--- src/hw/fetch_macros.svh ---
`ifndef FETCH_MACROS_SVH
`define FETCH_MACROS_SVH

// Cache geometry
`define FETCH_OFFSET_BITS 4
`define FETCH_INDEX_BITS 2
`define FETCH_TAG_BITS 26
`define FETCH_LINE_WORDS 4

// arlen for a full line fill
`define FETCH_BURST_LEN 8'd3

`define FETCH_RESET_PC 32'h3000_0000

// Top address byte of the uncached SRAM region
`define FETCH_SRAM_TAG 8'h0F

// Unblocked cycles until a misaligned PC is reported
`define FETCH_MISALIGN_DELAY 4

`endif

--- src/hw/fetch_pkg.sv ---
`default_nettype none

`include "fetch_macros.svh"

package fetch_pkg;

  // Byte address
  typedef logic [31:0] addr_t;

  typedef logic [31:0] inst_t;

  // Word 0 sits in the low bits
  typedef logic [`FETCH_LINE_WORDS*32-1:0] line_t;

  typedef logic [`FETCH_TAG_BITS-1:0] tag_t;

  typedef enum logic [1:0] {
    LOOKUP,
    REQUEST,
    RECEIVE
  } fetch_state_e;

endpackage

`default_nettype wire

--- src/hw/axi_read_if.sv ---
`default_nettype none

interface axi_read_if;

  fetch_pkg::addr_t araddr;
  logic             arvalid;
  logic [7:0]       arlen;
  logic             arready;
  fetch_pkg::inst_t rdata;
  logic [1:0]       rresp;
  logic             rvalid;
  logic             rlast;
  logic             rready;

  modport master (
    output araddr, arvalid, arlen, rready,
    input  arready, rdata, rresp, rvalid, rlast
  );

  modport slave (
    input  araddr, arvalid, arlen, rready,
    output arready, rdata, rresp, rvalid, rlast
  );

endinterface

`default_nettype wire

--- src/hw/icache_port_if.sv ---
`default_nettype none

interface icache_port_if;

  fetch_pkg::addr_t lookup_pc;
  logic             hit;
  fetch_pkg::inst_t hit_word;
  logic             fill_valid;
  fetch_pkg::inst_t fill_word;
  logic             fill_last;

  modport ctrl (
    output lookup_pc, fill_valid, fill_word, fill_last,
    input  hit, hit_word
  );

  modport array (
    input  lookup_pc, fill_valid, fill_word, fill_last,
    output hit, hit_word
  );

endinterface

`default_nettype wire

--- src/hw/icache_array.sv ---
`default_nettype none

`include "fetch_macros.svh"

module icache_array (
  input wire          clock,
  input wire          reset,
  input wire          clear_cache,
  icache_port_if.array port
);

  localparam int LINES = 1 << `FETCH_INDEX_BITS;
  localparam int LINE_BITS = `FETCH_LINE_WORDS * 32;

  logic [LINES-1:0]  valid;
  fetch_pkg::tag_t   tags [LINES];
  fetch_pkg::line_t  data [LINES];

  logic [`FETCH_INDEX_BITS-1:0] index;
  logic [`FETCH_OFFSET_BITS-3:0] word_sel;
  fetch_pkg::tag_t   pc_tag;
  fetch_pkg::line_t  line;
  logic              is_sram;

  assign index    = port.lookup_pc[`FETCH_OFFSET_BITS +: `FETCH_INDEX_BITS];
  assign word_sel = port.lookup_pc[`FETCH_OFFSET_BITS-1:2];
  assign pc_tag   = port.lookup_pc[31 -: `FETCH_TAG_BITS];
  assign is_sram  = port.lookup_pc[31:24] == `FETCH_SRAM_TAG;
  assign line     = data[index];

  // Uncached region never hits
  assign port.hit      = valid[index] && (tags[index] == pc_tag) && !is_sram;
  assign port.hit_word = line[word_sel*32 +: 32];

  always_ff @(posedge clock) begin
    if (reset || clear_cache) begin
      valid <= '0;
    end else if (port.fill_valid) begin
      // Partly filled line must not hit
      valid[index] <= port.fill_last;
    end
  end

  always_ff @(posedge clock) begin
    if (port.fill_valid) begin
      // Beats enter at the top, so word 0 ends up lowest
      data[index] <= {port.fill_word, data[index][LINE_BITS-1:32]};
      if (port.fill_last) begin
        tags[index] <= pc_tag;
      end
    end
  end

endmodule

`default_nettype wire

--- src/hw/fetch_ctrl.sv ---
`default_nettype none

`include "fetch_macros.svh"

module fetch_ctrl (
  input wire              clock,
  input wire              reset,
  input fetch_pkg::addr_t npc,
  input wire              npc_valid,
  input wire              clear_pipeline,
  input wire              idu_ready,
  input wire              block,
  output logic            inst_valid,
  output fetch_pkg::inst_t inst,
  output fetch_pkg::addr_t ifu_pc,
  output logic            busy,
  output logic            inst_addr_misaligned,
  axi_read_if.master      axi,
  icache_port_if.ctrl     cache
);

  localparam int DELAY = `FETCH_MISALIGN_DELAY;

  fetch_pkg::fetch_state_e state;
  fetch_pkg::addr_t        pc;
  logic                    pipeline_empty;
  logic                    stale;
  logic [DELAY-1:0]        misalign_q;

  logic pc_sram;
  logic req_sram;
  logic misaligned;
  logic lookup_go;
  logic can_start;
  logic hit_issue;
  logic start_miss;
  logic issue_req;
  logic misalign_now;
  logic beat;
  logic sram_issue;

  assign pc_sram    = pc[31:24] == `FETCH_SRAM_TAG;
  assign req_sram   = axi.araddr[31:24] == `FETCH_SRAM_TAG;
  assign misaligned = pc[1:0] != 2'b00;
  assign lookup_go  = (state == fetch_pkg::LOOKUP) && !block && idu_ready && !clear_pipeline;

  // Only fetch on a miss when the PC is known to be on the real path
  assign can_start  = pipeline_empty || (npc_valid && (npc == pc));

  assign hit_issue    = lookup_go && cache.hit && !misaligned;
  assign start_miss   = lookup_go && !(cache.hit && !misaligned) && can_start;
  assign issue_req    = start_miss && !misaligned;
  assign misalign_now = start_miss && misaligned;

  assign beat       = (state == fetch_pkg::RECEIVE) && axi.rvalid && axi.rready;
  assign sram_issue = beat && req_sram && !stale && !clear_pipeline;

  // During a miss the array is indexed by the request address
  assign cache.lookup_pc  = (state == fetch_pkg::LOOKUP) ? pc : axi.araddr;
  assign cache.fill_valid = beat && !req_sram;
  assign cache.fill_word  = axi.rdata;
  assign cache.fill_last  = axi.rlast;

  assign busy                 = state != fetch_pkg::LOOKUP;
  assign inst_addr_misaligned = misalign_q[DELAY-1];

  always_ff @(posedge clock) begin
    if (reset) begin
      state          <= fetch_pkg::LOOKUP;
      pc             <= `FETCH_RESET_PC;
      ifu_pc         <= `FETCH_RESET_PC;
      inst_valid     <= 1'b0;
      pipeline_empty <= 1'b1;
      stale          <= 1'b0;
      misalign_q     <= '0;
      axi.arvalid    <= 1'b0;
      axi.rready     <= 1'b0;
    end else begin
      if (clear_pipeline) begin
        pc             <= npc;
        inst_valid     <= 1'b0;
        pipeline_empty <= 1'b1;
        misalign_q     <= '0;
      end else begin
        if (!block) begin
          misalign_q <= {misalign_q[DELAY-2:0], misalign_q[0] | misalign_now};
        end
        if (hit_issue) begin
          inst_valid     <= 1'b1;
          ifu_pc         <= pc;
          pc             <= pc + 32'd4;
          pipeline_empty <= 1'b0;
        end else if (lookup_go) begin
          inst_valid <= 1'b0;
          if (misalign_now) begin
            ifu_pc <= pc;
          end
        end else if (sram_issue) begin
          inst_valid     <= 1'b1;
          ifu_pc         <= axi.araddr;
          pc             <= axi.araddr + 32'd4;
          pipeline_empty <= 1'b0;
        end
      end

      // A redirect mid-miss makes the outstanding word useless
      if (state == fetch_pkg::LOOKUP) begin
        stale <= 1'b0;
      end else if (clear_pipeline) begin
        stale <= 1'b1;
      end

      case (state)
        fetch_pkg::LOOKUP: begin
          if (issue_req) begin
            axi.arvalid <= 1'b1;
            state       <= fetch_pkg::REQUEST;
          end
        end
        fetch_pkg::REQUEST: begin
          if (axi.arready) begin
            axi.arvalid <= 1'b0;
            axi.rready  <= 1'b1;
            state       <= fetch_pkg::RECEIVE;
          end
        end
        fetch_pkg::RECEIVE: begin
          if (beat && axi.rlast) begin
            axi.rready <= 1'b0;
            state      <= fetch_pkg::LOOKUP;
          end
        end
        default: state <= fetch_pkg::LOOKUP;
      endcase
    end
  end

  always_ff @(posedge clock) begin
    if (hit_issue) begin
      inst <= cache.hit_word;
    end else if (sram_issue) begin
      inst <= axi.rdata;
    end
    if (issue_req) begin
      if (pc_sram) begin
        axi.araddr <= pc;
        axi.arlen  <= 8'd0;
      end else begin
        axi.araddr <= {pc[31:`FETCH_OFFSET_BITS], {`FETCH_OFFSET_BITS{1'b0}}};
        axi.arlen  <= `FETCH_BURST_LEN;
      end
    end
  end

endmodule

`default_nettype wire

--- src/hw/fetch_top.sv ---
`default_nettype none

module fetch_top (
  input wire               clock,
  input wire               reset,
  input fetch_pkg::addr_t  npc,
  input wire               npc_valid,
  input wire               clear_pipeline,
  input wire               clear_cache,
  input wire               idu_ready,
  input wire               block,
  output logic             inst_valid,
  output fetch_pkg::inst_t inst,
  output fetch_pkg::addr_t ifu_pc,
  output logic             busy,
  output logic             inst_addr_misaligned,
  output fetch_pkg::addr_t araddr,
  output logic             arvalid,
  output logic [7:0]       arlen,
  input wire               arready,
  output logic             rready,
  input fetch_pkg::inst_t  rdata,
  input wire [1:0]         rresp,
  input wire               rvalid,
  input wire               rlast
);

  axi_read_if    axi ();
  icache_port_if cache_port ();

  // AXI read channels out to plain ports
  assign araddr      = axi.araddr;
  assign arvalid     = axi.arvalid;
  assign arlen       = axi.arlen;
  assign rready      = axi.rready;
  assign axi.arready = arready;
  assign axi.rdata   = rdata;
  assign axi.rresp   = rresp;
  assign axi.rvalid  = rvalid;
  assign axi.rlast   = rlast;

  fetch_ctrl i_ctrl (
    .clock                (clock),
    .reset                (reset),
    .npc                  (npc),
    .npc_valid            (npc_valid),
    .clear_pipeline       (clear_pipeline),
    .idu_ready            (idu_ready),
    .block                (block),
    .inst_valid           (inst_valid),
    .inst                 (inst),
    .ifu_pc               (ifu_pc),
    .busy                 (busy),
    .inst_addr_misaligned (inst_addr_misaligned),
    .axi                  (axi.master),
    .cache                (cache_port.ctrl)
  );

  icache_array i_array (
    .clock       (clock),
    .reset       (reset),
    .clear_cache (clear_cache),
    .port        (cache_port.array)
  );

endmodule

`default_nettype wire

--- config.mk ---
export PLATFORM = sky130hd
export DESIGN_NAME = fetch_top
export DESIGN_NICKNAME = d
export VERILOG_FILES = /design/src/hw/fetch_pkg.sv /design/src/hw/axi_read_if.sv /design/src/hw/icache_port_if.sv /design/src/hw/icache_array.sv /design/src/hw/fetch_ctrl.sv /design/src/hw/fetch_top.sv
export VERILOG_INCLUDE_DIRS = /design/src /design/src/hw
export SDC_FILE = /design/constraint.sdc
export NUM_CORES = 1
export LEC_CHECK = 0
export ABC_AREA = 1
export BUFFER_PORTS_ARGS = -buffer_cell sky130_fd_sc_hd__buf_2
export CORE_MARGIN = 2
export CORE_UTILIZATION = 50
export DETAILED_ROUTE_END_ITERATION = 8
export PLACE_DENSITY = 0.67
export SYNTH_ARGS = -nofsm -noshare
export SYNTH_HDL_FRONTEND = slang
export SYNTH_HIERARCHICAL = 1
export SYNTH_SLANG_ARGS = --single-unit
--- constraint.sdc ---
create_clock -name clock -period 11.3 [get_ports clock]
set_input_delay 1.13 -clock clock [delete_from_list [all_inputs] [get_ports clock]]
set_output_delay 1.13 -clock clock [all_outputs]
set_load 0.01 [all_outputs]
==> metrics, run 1 <==
CP endpoint kind flop; RePlAce Congestion 0.965; root buffer cell clkbuf_16; Final period util 62.1%; Area growth, synth to finish 12.4%; Synthesis Warnings 6; Min-Delay Path Class reg2reg; largest net degree at the start of global routing 129; Inserted Clock Buffers 77; vias in the first global route 21,725; Reg2Reg Capture Point i_ctrl/pc[28]; CTS tree yes; width of the die 258 um; Fin Clk Skew 0.0380 ns; post-CTS sizing 0; Routed WL per cell 20.5 um; setup slack after layout 4.28 ns; pwr dens 174 nW/um^2; Worst setup SP type flop; worst hold path depth 2; Tmin final 7.02 ns; Crit path largest cell delay 0.84 ns; count of pins over their slew limit 0; WL final 81,700 um; CTS HTree Levels 3; crit-path max FO 79; Fin. Hold Viols 0; overall routing resource usage 24.2%; CP Class reg2reg; Post-Synthesis Cells 2,962; worst path required time 11.81 ns; syn_area_per_cell 10.9 um^2; core outline area 63,300 um^2; hpwl dp 47,100 um; Die ar. 66,400 um^2; slew margin rel. 19.5%; leakage power 13.6 nW; Via Count 22,378; layout cell share with drive strength beyond 1 12.1%; VDD IR max 107 uV; number of port buffers 176; setup bufs post-CTS 0; Post-layout nets 3,149; # setup viols final 0; RSZ-0062 raised after global routing false; antenna viol nets, final 0; Hold Buf Count CTS 0; Post-Layout Cell Count 3,987; maximum buffer depth of the clock tree 3; min-delay src i_ctrl/misalign_q[0]; Skew-Pair Late Insertion Delay 0.64 ns; Starting Density 50.8%; worst endpoint data arrival time 7.54 ns; Most common cell on crit path nand2_1; FF-to-FF setup slack 4.28 ns; max_cap viols 0; clk sinks 760; first-pass GRT wire length 124,000 um; Max Fclk 0.142 GHz; worst reg2reg path startpoint i_ctrl/state[0]; Tightest Pin Transition 1.19 ns; mapped cell area 32,200 um^2; First DRT Iteration DRCs 2,395; DP Worst Slack 4.31 ns; Crit-path slowest cell nor2_4; DRT Pass-1 Iters 5; initial antenna violation count 1; Cells after DPL 3,839; Fin Setup TNS 0 ns; grt ovf 0; Residual DRC 0; Layout fillers 5,238; Die Y 258 um; final core utilization 57.1%; io pins 185; Placement Rows 92; worst r2r path cells 28; vias per inst 5.61; CTS clk-pin slew, worst paths 0.07 ns; outcome finished, final reports clean; Hold Path Sink i_ctrl/misalign_q[1]
cell usage in the layout, fill, tap and decap left out, types with 20 or more instances in the layout:
master	instances
a21oi_1	66
a22oi_1	158
buf_2	176
buf_4	30
clkbuf_16	77
clkinv_2	20
dfxtp_1	79
edfxtp_1	681
inv_1	133
nand2_1	1008
nand3_1	87
nand4_1	51
nor2_1	218
o21ai_0	150
o22ai_1	24
registers in the layout, indices dropped and copies added, names as in the netlist:
register               count
i_array/tags             104
i_ctrl/state               2
i_ctrl/axi.araddr         32
i_ctrl/axi.rready          1
i_ctrl/stale               1
i_ctrl/pc                 32
i_ctrl/axi.arlen           1
i_ctrl/pipeline_empty      1
i_ctrl/inst               32
i_ctrl/inst_valid          1
i_ctrl/ifu_pc             32
i_ctrl/axi.arvalid         1
i_array/valid              4
i_array/data             512
i_ctrl/misalign_q          4
critical path, delay by kind of cell (launching register included):
family,cells,cell delay [ns]
buf+inv,5,2.47
simple gates,20,3.26
compound gates,2,0.36
fa+ha+maj,1,0.28
flops,1,0.41
routing by layer:
metal | part of all wire (%) | wire length, um | vias to the layer above | global-route usage, %
met5 | 0 | 0 | - | 0
met4 | 2.4 | 1950 | 0 | 7.69
met3 | 8.8 | 7200 | 118 | 4.79
met2 | 46 | 37300 | 990 | 37.9
met1 | 43 | 35200 | 10833 | 34.1
li1 | - | - | 10437 | -
how the worst max path moves through the flow:
| stage | end | slack [ns] | cells past startpoint | from |
|---|---|---|---|---|
| 2_1_floorplan | i_array/data[2][0] | 3.44 | 10 | i_ctrl/state[1] |
| 3_3_place_gp | i_ctrl/pc[28] | 4.34 | 28 | i_ctrl/state[0] |
| 3_5_place_dp | i_ctrl/pc[30] | 4.31 | 28 | i_ctrl/state[0] |
| 5_1_grt | i_ctrl/pc[28] | 3.81 | 28 | i_ctrl/state[0] |
| 4_1_cts | i_ctrl/pc[28] | 4.30 | 28 | i_ctrl/state[0] |
| 6_report | i_ctrl/pc[28] | 4.28 | 28 | i_ctrl/state[0] |
power by group:
part	switching (mW)	leakage, nW	internal (mW)
combinational	0.390	5.50	0.149
sequential	0.0210	6.80	3.12
clock	1.10	1.29	1.53
metrics by stage:
step / power (mW) / cell area [um^2] / hold WS (ns)
after floorplan: 3.56 / 32200 / 0.434
after global placement: 3.71 / 33500 / 0.442
after detailed placement: 3.73 / 33500 / 0.451
after CTS: 6.34 / 36200 / 0.467
after global routing: 6.52 / 36200 / 0.488
final: 6.31 / 36200 / 0.465
area by class of cell:
class                      count  area (um^2)  share of cell area (%)
multi-input combinational   1883         8740                    24.2
timing repair buffer         207         1130                    3.11
tap                          846         1060                    2.93
antenna                        4         10.0                  0.0277
sequential                   760        22000                    60.9
clock inverter                53          642                    1.77
clock buffer                  91         2010                    5.56
inverter                     143          543                    1.50
No activity file was read; power rests on OpenSTA's default activity.
==> run 2, diff against run 1 <==
- clock period: 11.3 -> 7.1 ns (I/O delays scaled with it)
==> run 2 against run 1 <==
Clock power is 54% higher; wire length is 0.38% higher; total power is 57% higher; maximum frequency is 26% higher; design area is 0.17% lower; flip-flop and latch count stayed put; first-iteration DRC count is 15% lower; die area stayed put; sequential share of layout area is 0.10 points higher; worst hold slack worse by 0.17 ns; non-clock buffer count is 1 higher; critical path type unchanged; largest cell class unchanged.
==> metrics, run 2 (synthesized netlist as in run 1, its figures left out) <==
Worst Setup EP i_ctrl/pc[28] (unchanged); RSZ-0062 raised after global routing false (unchanged); io pins 185 (unchanged); Post-Layout Cell Count 3,989 (was 3,987); pwr dens 274 nW/um^2 (was 174 nW/um^2); outcome finished, final reports clean (unchanged); Area growth, synth to finish 12.2% (was 12.4%); Skew-Pair Late Insertion Delay 0.64 ns (about the same); Reg2Reg Capture Point i_ctrl/pc[28] (unchanged); max FFs per register 512 (unchanged); max_cap viols 0 (unchanged); placed instance area 33,500 um^2 (about the same); largest net degree at the start of global routing 129 (unchanged); vias in the first global route 21,735 (was 21,725); Inserted Clock Buffers 79 (was 77); Via Count 22,386 (was 22,378); WL final 82,000 um (was 81,700 um); width of the die 258 um (unchanged); worst endpoint data arrival time 6.05 ns (was 7.54 ns); CTS HTree Levels 3 (unchanged); Fin Setup TNS 0 ns (unchanged); Largest Register i_array/data (unchanged); vias per inst 5.61 (about the same); Hold Buf Count CTS 0 (unchanged); most common cell after layout, fill and taps aside nand2_1 (unchanged); Starting Density 50.8% (unchanged); clk sinks 760 (unchanged); post-route standard cell area excluding fillers 36,100 um^2 (was 36,200 um^2); Die Y 258 um (unchanged); root buffer cell clkbuf_16 (unchanged); post-CTS sizing 0 (unchanged); Residual DRC 0 (unchanged); VDD IR max 175 uV (was 107 uV); setup bufs post-CTS 0 (unchanged); worst path required time 7.59 ns (was 11.81 ns); CTS tree yes (unchanged); maximum buffer depth of the clock tree 3 (unchanged); antenna viol nets, final 0 (unchanged); setup slack after layout 1.55 ns (was 4.28 ns); Crit path largest cell delay 1.00 ns (was 0.84 ns); Layout fillers 5,218 (was 5,238); Max Fclk 0.180 GHz (was 0.142 GHz); Final period util 78.2% (was 62.1%); Crit-path slowest cell o21ai_0 (was nor2_4); Fin. Hold Viols 0 (unchanged); worst reg2reg path startpoint i_ctrl/state[0] (unchanged); crit-path max FO 27 (was 79); CP endpoint kind flop (unchanged); CP startpoint i_ctrl/state[0] (unchanged); leakage power 13.5 nW (was 13.6 nW); layout cell share with drive strength beyond 1 11.8% (was 12.1%); CP Class reg2reg (unchanged); DRT Pass-1 Iters 5 (unchanged); Routed WL per cell 20.5 um (about the same); initial antenna violation count 1 (unchanged); Placement Rows 92 (unchanged); FF-to-FF setup slack 1.55 ns (was 4.28 ns); RePlAce Congestion 0.933 (was 0.965); worst r2r path cells 27 (was 28); Tmin final 5.55 ns (was 7.02 ns); total power 9.89 mW (was 6.31 mW); count of pins over their slew limit 0 (unchanged); largest registers i_array/data (512), i_array/tags (104) (unchanged); number of port buffers 176 (unchanged); Most common cell on crit path nand2_1 (unchanged); first-pass GRT wire length 125,000 um (was 124,000 um); final hold slack 0.294 ns (was 0.465 ns); commonest non-fill, non-tap cells in the layout nand2_1, edfxtp_1, nor2_1 (unchanged); Post-layout nets 3,152 (was 3,149); overall routing resource usage 24.4% (was 24.2%); Worst setup SP type flop (unchanged); core outline area 63,300 um^2 (unchanged); Fin Clk Skew 0.0230 ns (was 0.0380 ns); # setup viols final 0 (unchanged); DP Worst Slack 1.70 ns (was 4.31 ns); slew margin rel. 19.6% (was 19.5%); Cells after DPL 3,840 (was 3,839); CTS clk-pin slew, worst paths 0.07 ns (about the same); grt ovf 0 (unchanged); Tightest Pin Transition 1.19 ns (about the same); First DRT Iteration DRCs 2,041 (was 2,395); hpwl dp 48,100 um (was 47,100 um); Die ar. 66,400 um^2 (unchanged); final core utilization 57.0% (was 57.1%); Min-Delay Path Class in2reg (was reg2reg)
run 2: worst max-delay path, delay by kind of cell, from the launching register on:
| kind | cells | cell delay, ns |
|---|---|---|
| buffers and inverters | 4 | 0.84 |
| adders and majority gates | 1 | 0.33 |
| AOI/OAI and AO/OA | 2 | 1.10 |
| and+or+nand+nor | 20 | 2.74 |
| DFF | 1 | 0.36 |
run 2: worst min path at each step:
stage	endpoint	slack (ns)	startpoint	depth (start not counted)
2_1_floorplan	i_ctrl/misalign_q[1]	0.43	i_ctrl/misalign_q[0]	2
3_3_place_gp	i_ctrl/misalign_q[2]	0.44	i_ctrl/misalign_q[1]	2
3_5_place_dp	i_ctrl/axi.arvalid	0.45	i_ctrl/axi.arvalid	2
4_1_cts	i_array/data[3][115]	0.27	rdata[19]	1
5_1_grt	i_array/data[2][118]	0.29	rdata[22]	1
6_report	i_array/data[0][100]	0.29	rdata[4]	1
run 2: routing by layer:
| layer | global-route usage, % | part of all wire (%) |
|---|---|---|
| met1 | 35.0 | 44 |
| met2 | 38.1 | 46 |
| met3 | 3.90 | 7.9 |
| met4 | 8.04 | 2.6 |
| met5 | 0 | 0 |
run 2: area by class of cell:
type | instances | area [um^2] | area share (%)
Antenna cell | 3 | 7.51 | 0.0208
Clock buffer | 107 | 2140 | 5.94
Clock inverter | 39 | 418 | 1.16
Inverter | 143 | 543 | 1.50
Multi-Input combinational cell | 1883 | 8740 | 24.2
Sequential cell | 760 | 22000 | 61.0
Tap cell | 846 | 1060 | 2.93
Timing Repair Buffer | 208 | 1160 | 3.21
run 2: report_power, final:
group	internal (mW)	leakage, nW	total, mW	switching (mW)
Combinational	0.236	5.50	0.857	0.621
Clock	2.32	1.24	4.04	1.72
Sequential	4.96	6.80	5.00	0.0337
